$ cat src/design/dummy_pkg.sv
// ~~~~~~~~~~~~~~~~~~~~
// Dummy instruction package
// Widths, RV32 encodings, LFSR defaults and the packet structs
// ~~~~~~~~~~~~~~~~~~~~

package dummy_pkg;

  localparam int XLEN  = 32;
  localparam int CNT_W = 64;

  // Major opcodes
  localparam logic [6:0] OPCODE_OP     = 7'b0110011;
  localparam logic [6:0] OPCODE_BRANCH = 7'b1100011;

  // Minor opcodes, MUL shares funct3 with ADD
  localparam logic [2:0] FUNCT3_ADD  = 3'b000;
  localparam logic [2:0] FUNCT3_AND  = 3'b111;
  localparam logic [2:0] FUNCT3_MUL  = 3'b000;
  localparam logic [2:0] FUNCT3_BLTU = 3'b110;

  localparam logic [6:0] FUNCT7_ADD = 7'b0000000;
  localparam logic [6:0] FUNCT7_AND = 7'b0000000;
  localparam logic [6:0] FUNCT7_MUL = 7'b0000001;

  localparam logic [4:0] REG_X0 = 5'b00000;

  // Reset and lockup reload values, never zero
  localparam logic [XLEN-1:0] LFSR0_DEFAULT = 32'h3A5C_91E7;
  localparam logic [XLEN-1:0] LFSR1_DEFAULT = 32'h5D2B_C3F1;
  localparam logic [XLEN-1:0] LFSR2_DEFAULT = 32'hB4E1_7A09;

  // x^32 + x^22 + x^2 + x + 1 in right-shift Galois form
  localparam logic [XLEN-1:0] LFSR_TAPS = 32'h8020_0003;

  // Bit positions in the inhibit vector
  localparam int CNT_MCYCLE   = 0;
  localparam int CNT_MINSTRET = 1;

  typedef logic [XLEN-1:0]  word_t;
  typedef logic [4:0]       reg_idx_t;
  typedef logic [3:0]       dummy_freq_t;
  typedef logic [CNT_W-1:0] cnt_t;
  typedef logic [1:0]       inhibit_t;

  typedef struct packed {
    word_t instr;
    word_t op_a;
    word_t op_b;
  } fetch_pkt_t;

  typedef struct packed {
    logic       we;
    logic [1:0] sel;
    word_t      data;
  } seed_wr_t;

  typedef struct packed {
    word_t instr;
    word_t op_a;
    word_t op_b;
    logic  dummy;
  } issue_pkt_t;

  typedef struct packed {
    word_t instr;
    word_t result;
    logic  branch_taken;
    logic  dummy;
  } retire_pkt_t;

  typedef struct packed {
    word_t lfsr0;
    word_t lfsr1;
    word_t lfsr2;
  } lfsr_state_t;

endpackage
$ cat src/design/dummy_insert_top.sv
// ~~~~~~~~~~~~~~~~~~~~
// Dummy insertion top
// Decode, execute and counters of the dummy instruction path
// ~~~~~~~~~~~~~~~~~~~~

`timescale 1ns/10ps

module dummy_insert_top (
  input  logic                   clk_i,
  input  logic                   rst_ni,
  input  logic                   instr_valid_i,
  input  dummy_pkg::fetch_pkt_t  fetch_i,
  output logic                   fetch_ready_o,
  input  logic                   rnddummy_en_i,
  input  dummy_pkg::dummy_freq_t dummy_freq_i,
  input  dummy_pkg::seed_wr_t    seed_wr_i,
  input  dummy_pkg::inhibit_t    count_inhibit_i,
  output logic                   issue_valid_o,
  output dummy_pkg::issue_pkt_t  issue_o,
  output logic                   retire_valid_o,
  output dummy_pkg::retire_pkt_t retire_o,
  output dummy_pkg::cnt_t        mcycle_o,
  output dummy_pkg::cnt_t        minstret_o
);

  dummy_decode dummy_decode_i (
    .clk_i         (clk_i),
    .rst_ni        (rst_ni),
    .instr_valid_i (instr_valid_i),
    .fetch_i       (fetch_i),
    .fetch_ready_o (fetch_ready_o),
    .rnddummy_en_i (rnddummy_en_i),
    .dummy_freq_i  (dummy_freq_i),
    .seed_wr_i     (seed_wr_i),
    .issue_valid_o (issue_valid_o),
    .issue_o       (issue_o)
  );

  // Issue stage feeds execute directly
  dummy_execute dummy_execute_i (
    .clk_i          (clk_i),
    .rst_ni         (rst_ni),
    .issue_valid_i  (issue_valid_o),
    .issue_i        (issue_o),
    .retire_valid_o (retire_valid_o),
    .retire_o       (retire_o)
  );

  dummy_result dummy_result_i (
    .clk_i           (clk_i),
    .rst_ni          (rst_ni),
    .retire_valid_i  (retire_valid_o),
    .dummy_i         (retire_o.dummy),
    .count_inhibit_i (count_inhibit_i),
    .mcycle_o        (mcycle_o),
    .minstret_o      (minstret_o)
  );

endmodule

$ cat src/design/dummy_result.sv
// ~~~~~~~~~~~~~~~~~~~~
// Performance counters
// mcycle and minstret, dummies never retire
// ~~~~~~~~~~~~~~~~~~~~

`timescale 1ns/10ps

module dummy_result (
  input  logic                clk_i,
  input  logic                rst_ni,
  input  logic                retire_valid_i,
  input  logic                dummy_i,
  input  dummy_pkg::inhibit_t count_inhibit_i,
  output dummy_pkg::cnt_t     mcycle_o,
  output dummy_pkg::cnt_t     minstret_o
);
  import dummy_pkg::*;

  logic instr_retired;

  assign instr_retired = retire_valid_i && !dummy_i;

  // Counts every cycle, dummy cycles included
  always_ff @(posedge clk_i) begin
    if (!rst_ni) begin
      mcycle_o <= '0;
    end else if (!count_inhibit_i[CNT_MCYCLE]) begin
      mcycle_o <= mcycle_o + cnt_t'(1);
    end
  end

  always_ff @(posedge clk_i) begin
    if (!rst_ni) begin
      minstret_o <= '0;
    end else if (instr_retired && !count_inhibit_i[CNT_MINSTRET]) begin
      minstret_o <= minstret_o + cnt_t'(1);
    end
  end

endmodule

$ cat src/design/dummy_execute.sv
// ~~~~~~~~~~~~~~~~~~~~
// Dummy execute
// One-stage ALU for ADD, AND, MUL and BLTU with a retire register
// ~~~~~~~~~~~~~~~~~~~~

`timescale 1ns/10ps

module dummy_execute (
  input  logic                   clk_i,
  input  logic                   rst_ni,
  input  logic                   issue_valid_i,
  input  dummy_pkg::issue_pkt_t  issue_i,
  output logic                   retire_valid_o,
  output dummy_pkg::retire_pkt_t retire_o
);
  import dummy_pkg::*;

  logic [6:0]  opcode;
  logic [2:0]  funct3;
  logic [6:0]  funct7;
  retire_pkt_t retire_d;

  assign opcode = issue_i.instr[6:0];
  assign funct3 = issue_i.instr[14:12];
  assign funct7 = issue_i.instr[31:25];

  always_comb begin
    retire_d.instr        = issue_i.instr;
    retire_d.result       = '0;
    retire_d.branch_taken = 1'b0;
    retire_d.dummy        = issue_i.dummy;
    if (opcode == OPCODE_OP) begin
      // MUL first since it shares funct3 with ADD
      if ((funct7 == FUNCT7_MUL) && (funct3 == FUNCT3_MUL)) begin
        retire_d.result = issue_i.op_a * issue_i.op_b;
      end else if ((funct7 == FUNCT7_AND) && (funct3 == FUNCT3_AND)) begin
        retire_d.result = issue_i.op_a & issue_i.op_b;
      end else if ((funct7 == FUNCT7_ADD) && (funct3 == FUNCT3_ADD)) begin
        retire_d.result = issue_i.op_a + issue_i.op_b;
      end
    end else if ((opcode == OPCODE_BRANCH) && (funct3 == FUNCT3_BLTU)) begin
      // Unsigned compare, no destination value
      retire_d.branch_taken = issue_i.op_a < issue_i.op_b;
    end
  end

  always_ff @(posedge clk_i) begin
    if (!rst_ni) begin
      retire_valid_o <= 1'b0;
    end else begin
      retire_valid_o <= issue_valid_i;
    end
  end

  always_ff @(posedge clk_i) begin
    if (issue_valid_i) begin
      retire_o <= retire_d;
    end
  end

endmodule

$ cat src/design/dummy_decode.sv
// ~~~~~~~~~~~~~~~~~~~~
// Dummy decode
// Spaces dummies randomly between fetched instructions and issues both
// ~~~~~~~~~~~~~~~~~~~~

`timescale 1ns/10ps

module dummy_decode (
  input  logic                   clk_i,
  input  logic                   rst_ni,
  input  logic                   instr_valid_i,
  input  dummy_pkg::fetch_pkt_t  fetch_i,
  output logic                   fetch_ready_o,
  input  logic                   rnddummy_en_i,
  input  dummy_pkg::dummy_freq_t dummy_freq_i,
  input  dummy_pkg::seed_wr_t    seed_wr_i,
  output logic                   issue_valid_o,
  output dummy_pkg::issue_pkt_t  issue_o
);
  import dummy_pkg::*;

  lfsr_state_t lfsr;
  logic        step;
  logic [6:0]  spacing_q;
  logic [5:0]  band_mask;
  logic [6:0]  limit;
  logic        insert_dummy;
  logic        accept;
  reg_idx_t    rs1;
  reg_idx_t    rs2;
  word_t       dummy_instr;
  issue_pkt_t  issue_d;

  lfsr_bank lfsr_bank_i (
    .clk_i     (clk_i),
    .rst_ni    (rst_ni),
    .seed_wr_i (seed_wr_i),
    .step_i    (step),
    .state_o   (lfsr)
  );

  // Band maximum minus one, used as a mask on LFSR0
  always_comb begin
    if (dummy_freq_i[3]) begin
      band_mask = 6'd63;
    end else if (dummy_freq_i[2]) begin
      band_mask = 6'd31;
    end else if (dummy_freq_i[1]) begin
      band_mask = 6'd15;
    end else if (dummy_freq_i[0]) begin
      band_mask = 6'd7;
    end else begin
      band_mask = 6'd3;
    end
  end

  // Limit lies in 1 to band maximum
  assign limit = {1'b0, lfsr.lfsr0[5:0] & band_mask} + 7'd1;

  assign insert_dummy  = rnddummy_en_i && (spacing_q >= limit);
  assign fetch_ready_o = !insert_dummy;
  assign accept        = instr_valid_i && fetch_ready_o;
  // Each dummy moves all LFSRs on, which also draws the next limit
  assign step          = insert_dummy;

  assign rs1 = lfsr.lfsr0[12:8];
  assign rs2 = lfsr.lfsr0[17:13];

  // rd is x0 for ALU dummies, BLTU falls through with a zero offset
  always_comb begin
    case (lfsr.lfsr0[7:6])
      2'd0: dummy_instr = {FUNCT7_ADD, rs2, rs1, FUNCT3_ADD, REG_X0, OPCODE_OP};
      2'd1: dummy_instr = {FUNCT7_AND, rs2, rs1, FUNCT3_AND, REG_X0, OPCODE_OP};
      2'd2: dummy_instr = {FUNCT7_MUL, rs2, rs1, FUNCT3_MUL, REG_X0, OPCODE_OP};
      default: dummy_instr = {7'b0, rs2, rs1, FUNCT3_BLTU, 5'b0, OPCODE_BRANCH};
    endcase
  end

  always_comb begin
    if (insert_dummy) begin
      issue_d.instr = dummy_instr;
      issue_d.op_a  = lfsr.lfsr1;
      issue_d.op_b  = lfsr.lfsr2;
      issue_d.dummy = 1'b1;
    end else begin
      issue_d.instr = fetch_i.instr;
      issue_d.op_a  = fetch_i.op_a;
      issue_d.op_b  = fetch_i.op_b;
      issue_d.dummy = 1'b0;
    end
  end

  // Normal instructions since the last dummy
  always_ff @(posedge clk_i) begin
    if (!rst_ni) begin
      spacing_q <= '0;
    end else if (insert_dummy || !rnddummy_en_i) begin
      spacing_q <= '0;
    end else if (accept) begin
      spacing_q <= spacing_q + 7'd1;
    end
  end

  always_ff @(posedge clk_i) begin
    if (!rst_ni) begin
      issue_valid_o <= 1'b0;
    end else begin
      issue_valid_o <= insert_dummy || accept;
    end
  end

  always_ff @(posedge clk_i) begin
    if (insert_dummy || accept) begin
      issue_o <= issue_d;
    end
  end

endmodule

$ cat src/design/lfsr_bank.sv
// ~~~~~~~~~~~~~~~~~~~~
// LFSR bank
// Three seedable Galois LFSRs that reload their default on lockup
// ~~~~~~~~~~~~~~~~~~~~

`timescale 1ns/10ps

module lfsr_bank (
  input  logic                   clk_i,
  input  logic                   rst_ni,
  input  dummy_pkg::seed_wr_t    seed_wr_i,
  input  logic                   step_i,
  output dummy_pkg::lfsr_state_t state_o
);
  import dummy_pkg::*;

  word_t lfsr_q [3];
  word_t lfsr_d [3];

  // One Galois step, shifting towards bit 0
  function automatic word_t galois_step(input word_t val);
    word_t shifted;
    shifted = val >> 1;
    if (val[0]) begin
      shifted = shifted ^ LFSR_TAPS;
    end
    return shifted;
  endfunction

  // Reset and lockup reload value of each LFSR
  function automatic word_t lfsr_default(input int idx);
    case (idx)
      0:       return LFSR0_DEFAULT;
      1:       return LFSR1_DEFAULT;
      default: return LFSR2_DEFAULT;
    endcase
  endfunction

  // Seed write wins over a step, and a zero result reloads the default
  always_comb begin
    word_t nxt;
    for (int i = 0; i < 3; i++) begin
      if (seed_wr_i.we && (seed_wr_i.sel == 2'(i))) begin
        nxt = seed_wr_i.data;
      end else if (step_i) begin
        nxt = galois_step(lfsr_q[i]);
      end else begin
        nxt = lfsr_q[i];
      end
      lfsr_d[i] = (nxt == '0) ? lfsr_default(i) : nxt;
    end
  end

  always_ff @(posedge clk_i) begin
    for (int i = 0; i < 3; i++) begin
      if (!rst_ni) begin
        lfsr_q[i] <= lfsr_default(i);
      end else begin
        lfsr_q[i] <= lfsr_d[i];
      end
    end
  end

  assign state_o.lfsr0 = lfsr_q[0];
  assign state_o.lfsr1 = lfsr_q[1];
  assign state_o.lfsr2 = lfsr_q[2];

endmodule

$ cat config.mk
export PLATFORM = sky130hd
export DESIGN_NAME = dummy_insert_top
export DESIGN_NICKNAME = d
export VERILOG_FILES = /design/src/design/dummy_pkg.sv /design/src/design/dummy_insert_top.sv /design/src/design/dummy_result.sv /design/src/design/dummy_execute.sv /design/src/design/dummy_decode.sv /design/src/design/lfsr_bank.sv
export SDC_FILE = /design/constraint.sdc
export NUM_CORES = 2
export LEC_CHECK = 0
export ABC_AREA = 1
export BUFFER_PORTS_ARGS = -buffer_cell sky130_fd_sc_hd__buf_2
export CORE_AREA = 10 10 253 304
export CTS_CLUSTER_SIZE = 20
export DETAILED_ROUTE_END_ITERATION = 16
export DIE_AREA = 0 0 263 314
export PLACE_DENSITY_LB_ADDON = 0.05
export SYNTH_ARGS = -nofsm -noshare
export SYNTH_HDL_FRONTEND = slang
export SYNTH_SLANG_ARGS = --single-unit
$ cat constraint.sdc
create_clock -name clk_i -period 7.1 [get_ports clk_i]
set_clock_uncertainty 0.1 [all_clocks]
set_input_delay 0.71 -clock clk_i [delete_from_list [all_inputs] [get_ports clk_i]]
set_output_delay 0.71 -clock clk_i [all_outputs]
set_load 0.1 [all_outputs]
Yosys cells after proc, flatten, opt, wreduce, memory -nomap -nowiden
Memories as Yosys holds them, arrays and structs flattened. Index checks and enable logic that the tools add are counted.

Order comparisons: 2. Bitwise logic cells: 10. Multipliers: 1. Equal/unequal tests: 9. Reduce and logical (&&, ||, !) cells: 26. Muxes and demuxes: 29. Add/sub/neg operators: 5.

Operators by type and width (count): $mux 32 (21); $add 64x1->64 const B (2); $mux 97 (1); $logic_not 32->1 (3); $pmux 26 s3 (1); $add 32x32->32 (1); $and 32x32->32 (1); $lt 32x32->1 (1); $mul 32x32->32 (1); $mux 6 (3); $not 3->4 (3); $logic_and 1x1->1 (11); $add 6x1->7 const B (1); $add 7x1->7 const B (1); $eq 7x1->1 const B (1); $eq 7x6->1 const B (1); $eq 7x7->1 const B (1); $ge 7x7->1 (1); $logic_not 7->1 (1); $and 6x6->6 (1); $eq 3x3->1 const B (2); $eq 2x1->1 const B (2); $eq 2x2->1 const B (2); $logic_not 1->1 (4); other kinds (8) (15).

Memories kept: 1. Register bits after elaboration: 300. Input bits: 141. RAM bits: 96. Logic and storage cells: 96.

Memories: dummy_decode_i.lfsr_bank_i.lfsr_q (words 3, bits a word 32, rd ports 3, clocked after memory_dff 0, wr ports 3, RTL line lfsr_bank.sv:17) `word_t lfsr_q [3];`.

Logic depth before layout (Yosys ltp)
Depth after elaboration: 13. Mapped depth: 39. Gate-level depth less buffers: 37.

Hierarchy
A second synthesis with hierarchy kept.

Cell total of the unflattened synthesis: 5689. Area total of the unflattened synthesis: 40231.1 um^2.

Modules (own cells, without submodules): dummy_execute (cells an instance 3087, area each 22554.1 um^2, times used 1, seq. area each 2001.9 um^2); dummy_result (cells an instance 1199, area each 7484.7 um^2, times used 1, seq. area each 2562.5 um^2); lfsr_bank (cells an instance 909, area each 5451.5 um^2, times used 1, seq. area each 1921.8 um^2); dummy_decode (cells an instance 494, area each 4740.8 um^2, times used 1, seq. area each 3072.9 um^2).

Worst setup path after synthesis
OpenSTA, ideal clock, no wires.

Path type: flip-flop to flip-flop. Start: register, netlist name dummy_decode_i.issue_o[7]. End: register, netlist name dummy_execute_i.retire_o[27]. Buffers on the path: 2. Data arrival time: 7.370 ns. Data required time: 6.750 ns. Slack: -0.620 ns. Library setup time: 0.250 ns. Stages on the path, launching flop included: 30. Path through: edfxtp_1 > clkbuf_1 > clkbuf_1 > nand2_1 > inv_1 > fa_1 > fa_1 > fa_1 > inv_1 > fa_1 > inv_1 > fa_1 > inv_1 > fa_1 > inv_1 > fa_1 > inv_1 > fa_1 > inv_1 > ha_1 > nand2_1 > nor4_1 > nand4_1 > nand3_1 > a21oi_1 > xnor2_1 > nand2_1 > nand3_1 > nand2_1 > inv_1.

Longest elaborated chain between the ends: 4. Elaborated cells on any way between the ends: 5. Classes of those cells: add/sub (1); mul (1); mux (3).

Ends and longest elaborated chain: branches (longest 3 deep; another with $mul 32x32->32); $mux 32 * (RTL line dummy_execute.sv:34) `if ((funct7 == FUNCT7_MUL) && (funct3 == FUNCT3_MUL)) begin`.

Every way passes the cells marked *. A chain may end at the register's enable or synchronous reset.

Worst setup path after layout
Start: register, netlist name dummy_decode_i.issue_o[47]. End: register, netlist name dummy_execute_i.retire_o[28].

Longest elaborated chain between the ends: 4. Elaborated cells on any way between the ends: 5. Classes of those cells: add/sub (1); mul (1); mux (3).

Ends and longest elaborated chain (RTL line): branches (longest 3 deep; another with $mul 32x32->32); $mux 32 * (dummy_execute.sv:34).

Marks and branches as above.

==> results by group <==
Route
  – 1st-pass router iterations: 6
  – Vias: 37038
  – DRT antenna net count: 0
  – Drt initial violations: 3093
  – Routed WL per cell: 21.9 um
  – Final wirelength: 150 mm
  – Drt drc: 0
  – DR vias/cell: 5.40

Clocking
  – CTS H-tree depth: 2
  – Clock Pin Slew Worst Setup and Hold Paths: 0.07 ns
  – Clock root cell: clkbuf_16
  – Worst skew pair latency: 0.61 ns
  – Longest Clk Path Bufs: 3
  – Cts hold-fix bufs: 0
  – CTS sink cnt: 396
  – CTS Buf Count: 43
  – CTS tree: yes

Synthesis
  – Post-Syn Area: 38600 um2
  – Yosys warns: 0
  – Largest family of logic cells by synthesized area: adder cells
  – Synth top cells by count: nand2_1, inv_1, fa_1
  – Post-synth top area cell: fa_1
  – Mean post-synth cell area: 7.27 um2
  – Post-synthesis xor/xnor area fraction: 2.02%
  – Dominant cell by count in the synthesized netlist: nand2_1
  – Post-synth ARST share: 0%
  – Post-synthesis mux area share: 0%
  – Synth top area cells: fa_1, nand2_1, edfxtp_1
  – Register area share after synthesis: 24.8%
  – Synth top area share: 21.2%
  – Post-synthesis compound-gate area fraction: 5.78%
  – Syn nets: 6052
  – Mapped Cells: 5304
  – EDFF count, synth: 163
  – Synthesized-area fraction occupied by and/or/nand/nor cells: 25.8%
  – Primary FF master, synth: dfxtp_1
  – #FFs+latches synth: 396
  – Cell variety after synth: 51
  – Adder-cell share of the synthesized area: 27.6%

Timing
  – Final worst path period need: 7.21 ns
  – Setup WS post-layout: -0.114 ns
  – RSZ-0062 raised after global routing: true
  – Final worst-path cycle share: 102%
  – Worst slew pin tran: 1.06 ns
  – F_max: 139 MHz
  – Final Hold Vio Count: 0
  – Max-slew violation count: 0
  – Final-report setup violation count: 7
  – Relative slew slack: 29.2%

Place
  – Placement Cell Area: 43900 um2
  – IO buf count: 434
  – HPWL after DPL: 120 mm
  – Final GP Congestion: 1.00

Critical path
  – CP Launch Type: flop
  – CP peak stage delay: 0.56 ns
  – CP max FO: 5
  – Critical path class: reg2reg
  – Worst path slowest cell: fa_1
  – Required @ worst endpoint: 7.36 ns
  – R2R depth: 31
  – Crit path top cell by count: fa_1
  – Critical path capture point type: flop
  – Arrival time at the worst endpoint: 7.47 ns

Die
  – FP Rows: 107
  – Die ar.: 82600 um2
  – Die Y: 314 um
  – Core area: 70700 um2
  – Die W: 263 um
  – I/O pin total: 435
  – Initial Utilization: 54.6%

Finish
  – Area grow syn2layout: 20.4%
  – Post-route cell area: 46400 um2
  – Share of cells above drive strength 1: 17.3%
  – Nets: 6642

Global route
  – Gr ovfl total: 0
  – First-pass GRT wire length: 225 mm
  – Total track usage: 35.6%
  – Vias in the first global route: 37132
  – Pin count of the biggest net entering global routing: 75
  – Initial antenna violation count: 11

Status
  – Violated checks: setup timing
  – Status: finished with violations

Min path
  – Hold depth: 2
  – HP Class: in2reg

Job
  – Max cap viols: 0
## area by class of cell
cell class | instances | area (um2)
fillers | 6410 | 24300
well taps | 926 | 1160
clock inverters | 26 | 317
inverters | 1217 | 4570
diodes | 6 | 15.0
repair buffers | 748 | 5130
multi-input cells | 3488 | 24500
flip-flops and latches | 396 | 9560
clock buffers | 54 | 1160
## kinds of logic after synthesis
kind of cell / count (synthesis)
buffers and inverters: 1420
AO/OA/AOI/OAI: 407
AND/OR/NAND/NOR: 2385
adder cells (fa/ha/maj): 607
XOR/XNOR: 89
flip-flops: 396
## repair_timing
item	in CTS	in global routing
buffers inserted	24	16
gates resized for setup	62	92
pin swaps	56	57
endpoints found under the hold margin	0	0
endpoints found under the setup margin	9	21
cloned	3	0
## metal layers
layer  vias up  GRT usage (%)  wire length, um
li1      17288              -                -
met1     17686           40.8            54800
met2      1623           60.6            72600
met3       433           5.90            10900
met4         8           24.0            11800
met5         -              0               48
## critical path: cells and delay by family, from the launching register on
family	cells	cell delay, ns
fa+ha+maj	9	4.23
compound gates	2	0.28
buf+inv	10	0.66
simple gates	10	1.28
flops	1	0.42
## stage by stage
stage | std cells | setup TNS [ns] | hold WS (ns) | util (%) | setup WS, ns
3_3_place_gp | 6732 | -1.24 | 0.324 | 62.2 | -0.308
5_1_grt | 6859 | -2.53 | 0.277 | 65.7 | -0.340
4_1_cts | 6839 | -0.317 | 0.248 | 65.0 | -0.0680
6_report | 6861 | -0.323 | 0.274 | 65.7 | -0.114
2_1_floorplan | 5304 | -0.172 | 0.343 | - | -0.0466
3_5_place_dp | 6732 | -1.55 | 0.327 | 62.2 | -0.353
## registers in the layout (all words and copies together), names as in the netlist
signal and flops:
dummy_decode_i.issue_o 97, dummy_decode_i.issue_valid_o 1, dummy_decode_i.lfsr_bank_i.lfsr_q 96, dummy_decode_i.spacing_q 7
dummy_execute_i.retire_o 66, dummy_execute_i.retire_valid_o 1, dummy_result_i.mcycle_o 64, dummy_result_i.minstret_o 64
## cell usage in the layout (no fill, tap or decap), types with 8 or more instances in the layout
| cell | count |
|---|---|
| a21oi_1 | 138 |
| a21oi_2 | 17 |
| a221oi_1 | 8 |
| a31oi_1 | 12 |
| buf_12 | 39 |
| buf_2 | 433 |
| buf_4 | 261 |
| buf_6 | 11 |
| clkbuf_1 | 9 |
| clkbuf_16 | 45 |
| clkinv_2 | 8 |
| dfxtp_1 | 232 |
| edfxtp_1 | 163 |
| fa_1 | 397 |
| fa_2 | 12 |
| ha_1 | 169 |
| ha_4 | 27 |
| inv_1 | 1190 |
| inv_2 | 26 |
| nand2_1 | 1442 |
| nand2_2 | 34 |
| nand3_1 | 301 |
| nand3_2 | 12 |
| nand3b_1 | 15 |
| nand4_1 | 53 |
| nor2_1 | 318 |
| nor2_4 | 9 |
| nor3_1 | 105 |
| nor3b_1 | 11 |
| nor4_1 | 35 |
| o211ai_1 | 9 |
| o21a_1 | 9 |
| o21ai_0 | 150 |
| o21ai_1 | 16 |
| or2_2 | 20 |
| xnor2_1 | 27 |
| xor2_1 | 57 |
## worst paths after layout
kind / startpoint / endpoint / slack, ns
max: dummy_decode_i.issue_o[47]$_DFFE_PP_ / dummy_execute_i.retire_o[28]$_SDFFCE_PN0P_ / -0.11
max reg2reg: dummy_decode_i.issue_o[47]$_DFFE_PP_ / dummy_execute_i.retire_o[28]$_SDFFCE_PN0P_ / -0.11
min reg2reg: dummy_decode_i.issue_o[74]$_SDFFCE_PP0P_ / dummy_execute_i.retire_o[43]$_DFFE_PP_ / 0.34
min: fetch_i[69] / dummy_decode_i.issue_o[70]$_SDFFCE_PP1P_ / 0.27
Power is left out: the tool's default activity adds up to more than one toggle a clock period on the data nets, which glitch-free logic cannot reach.
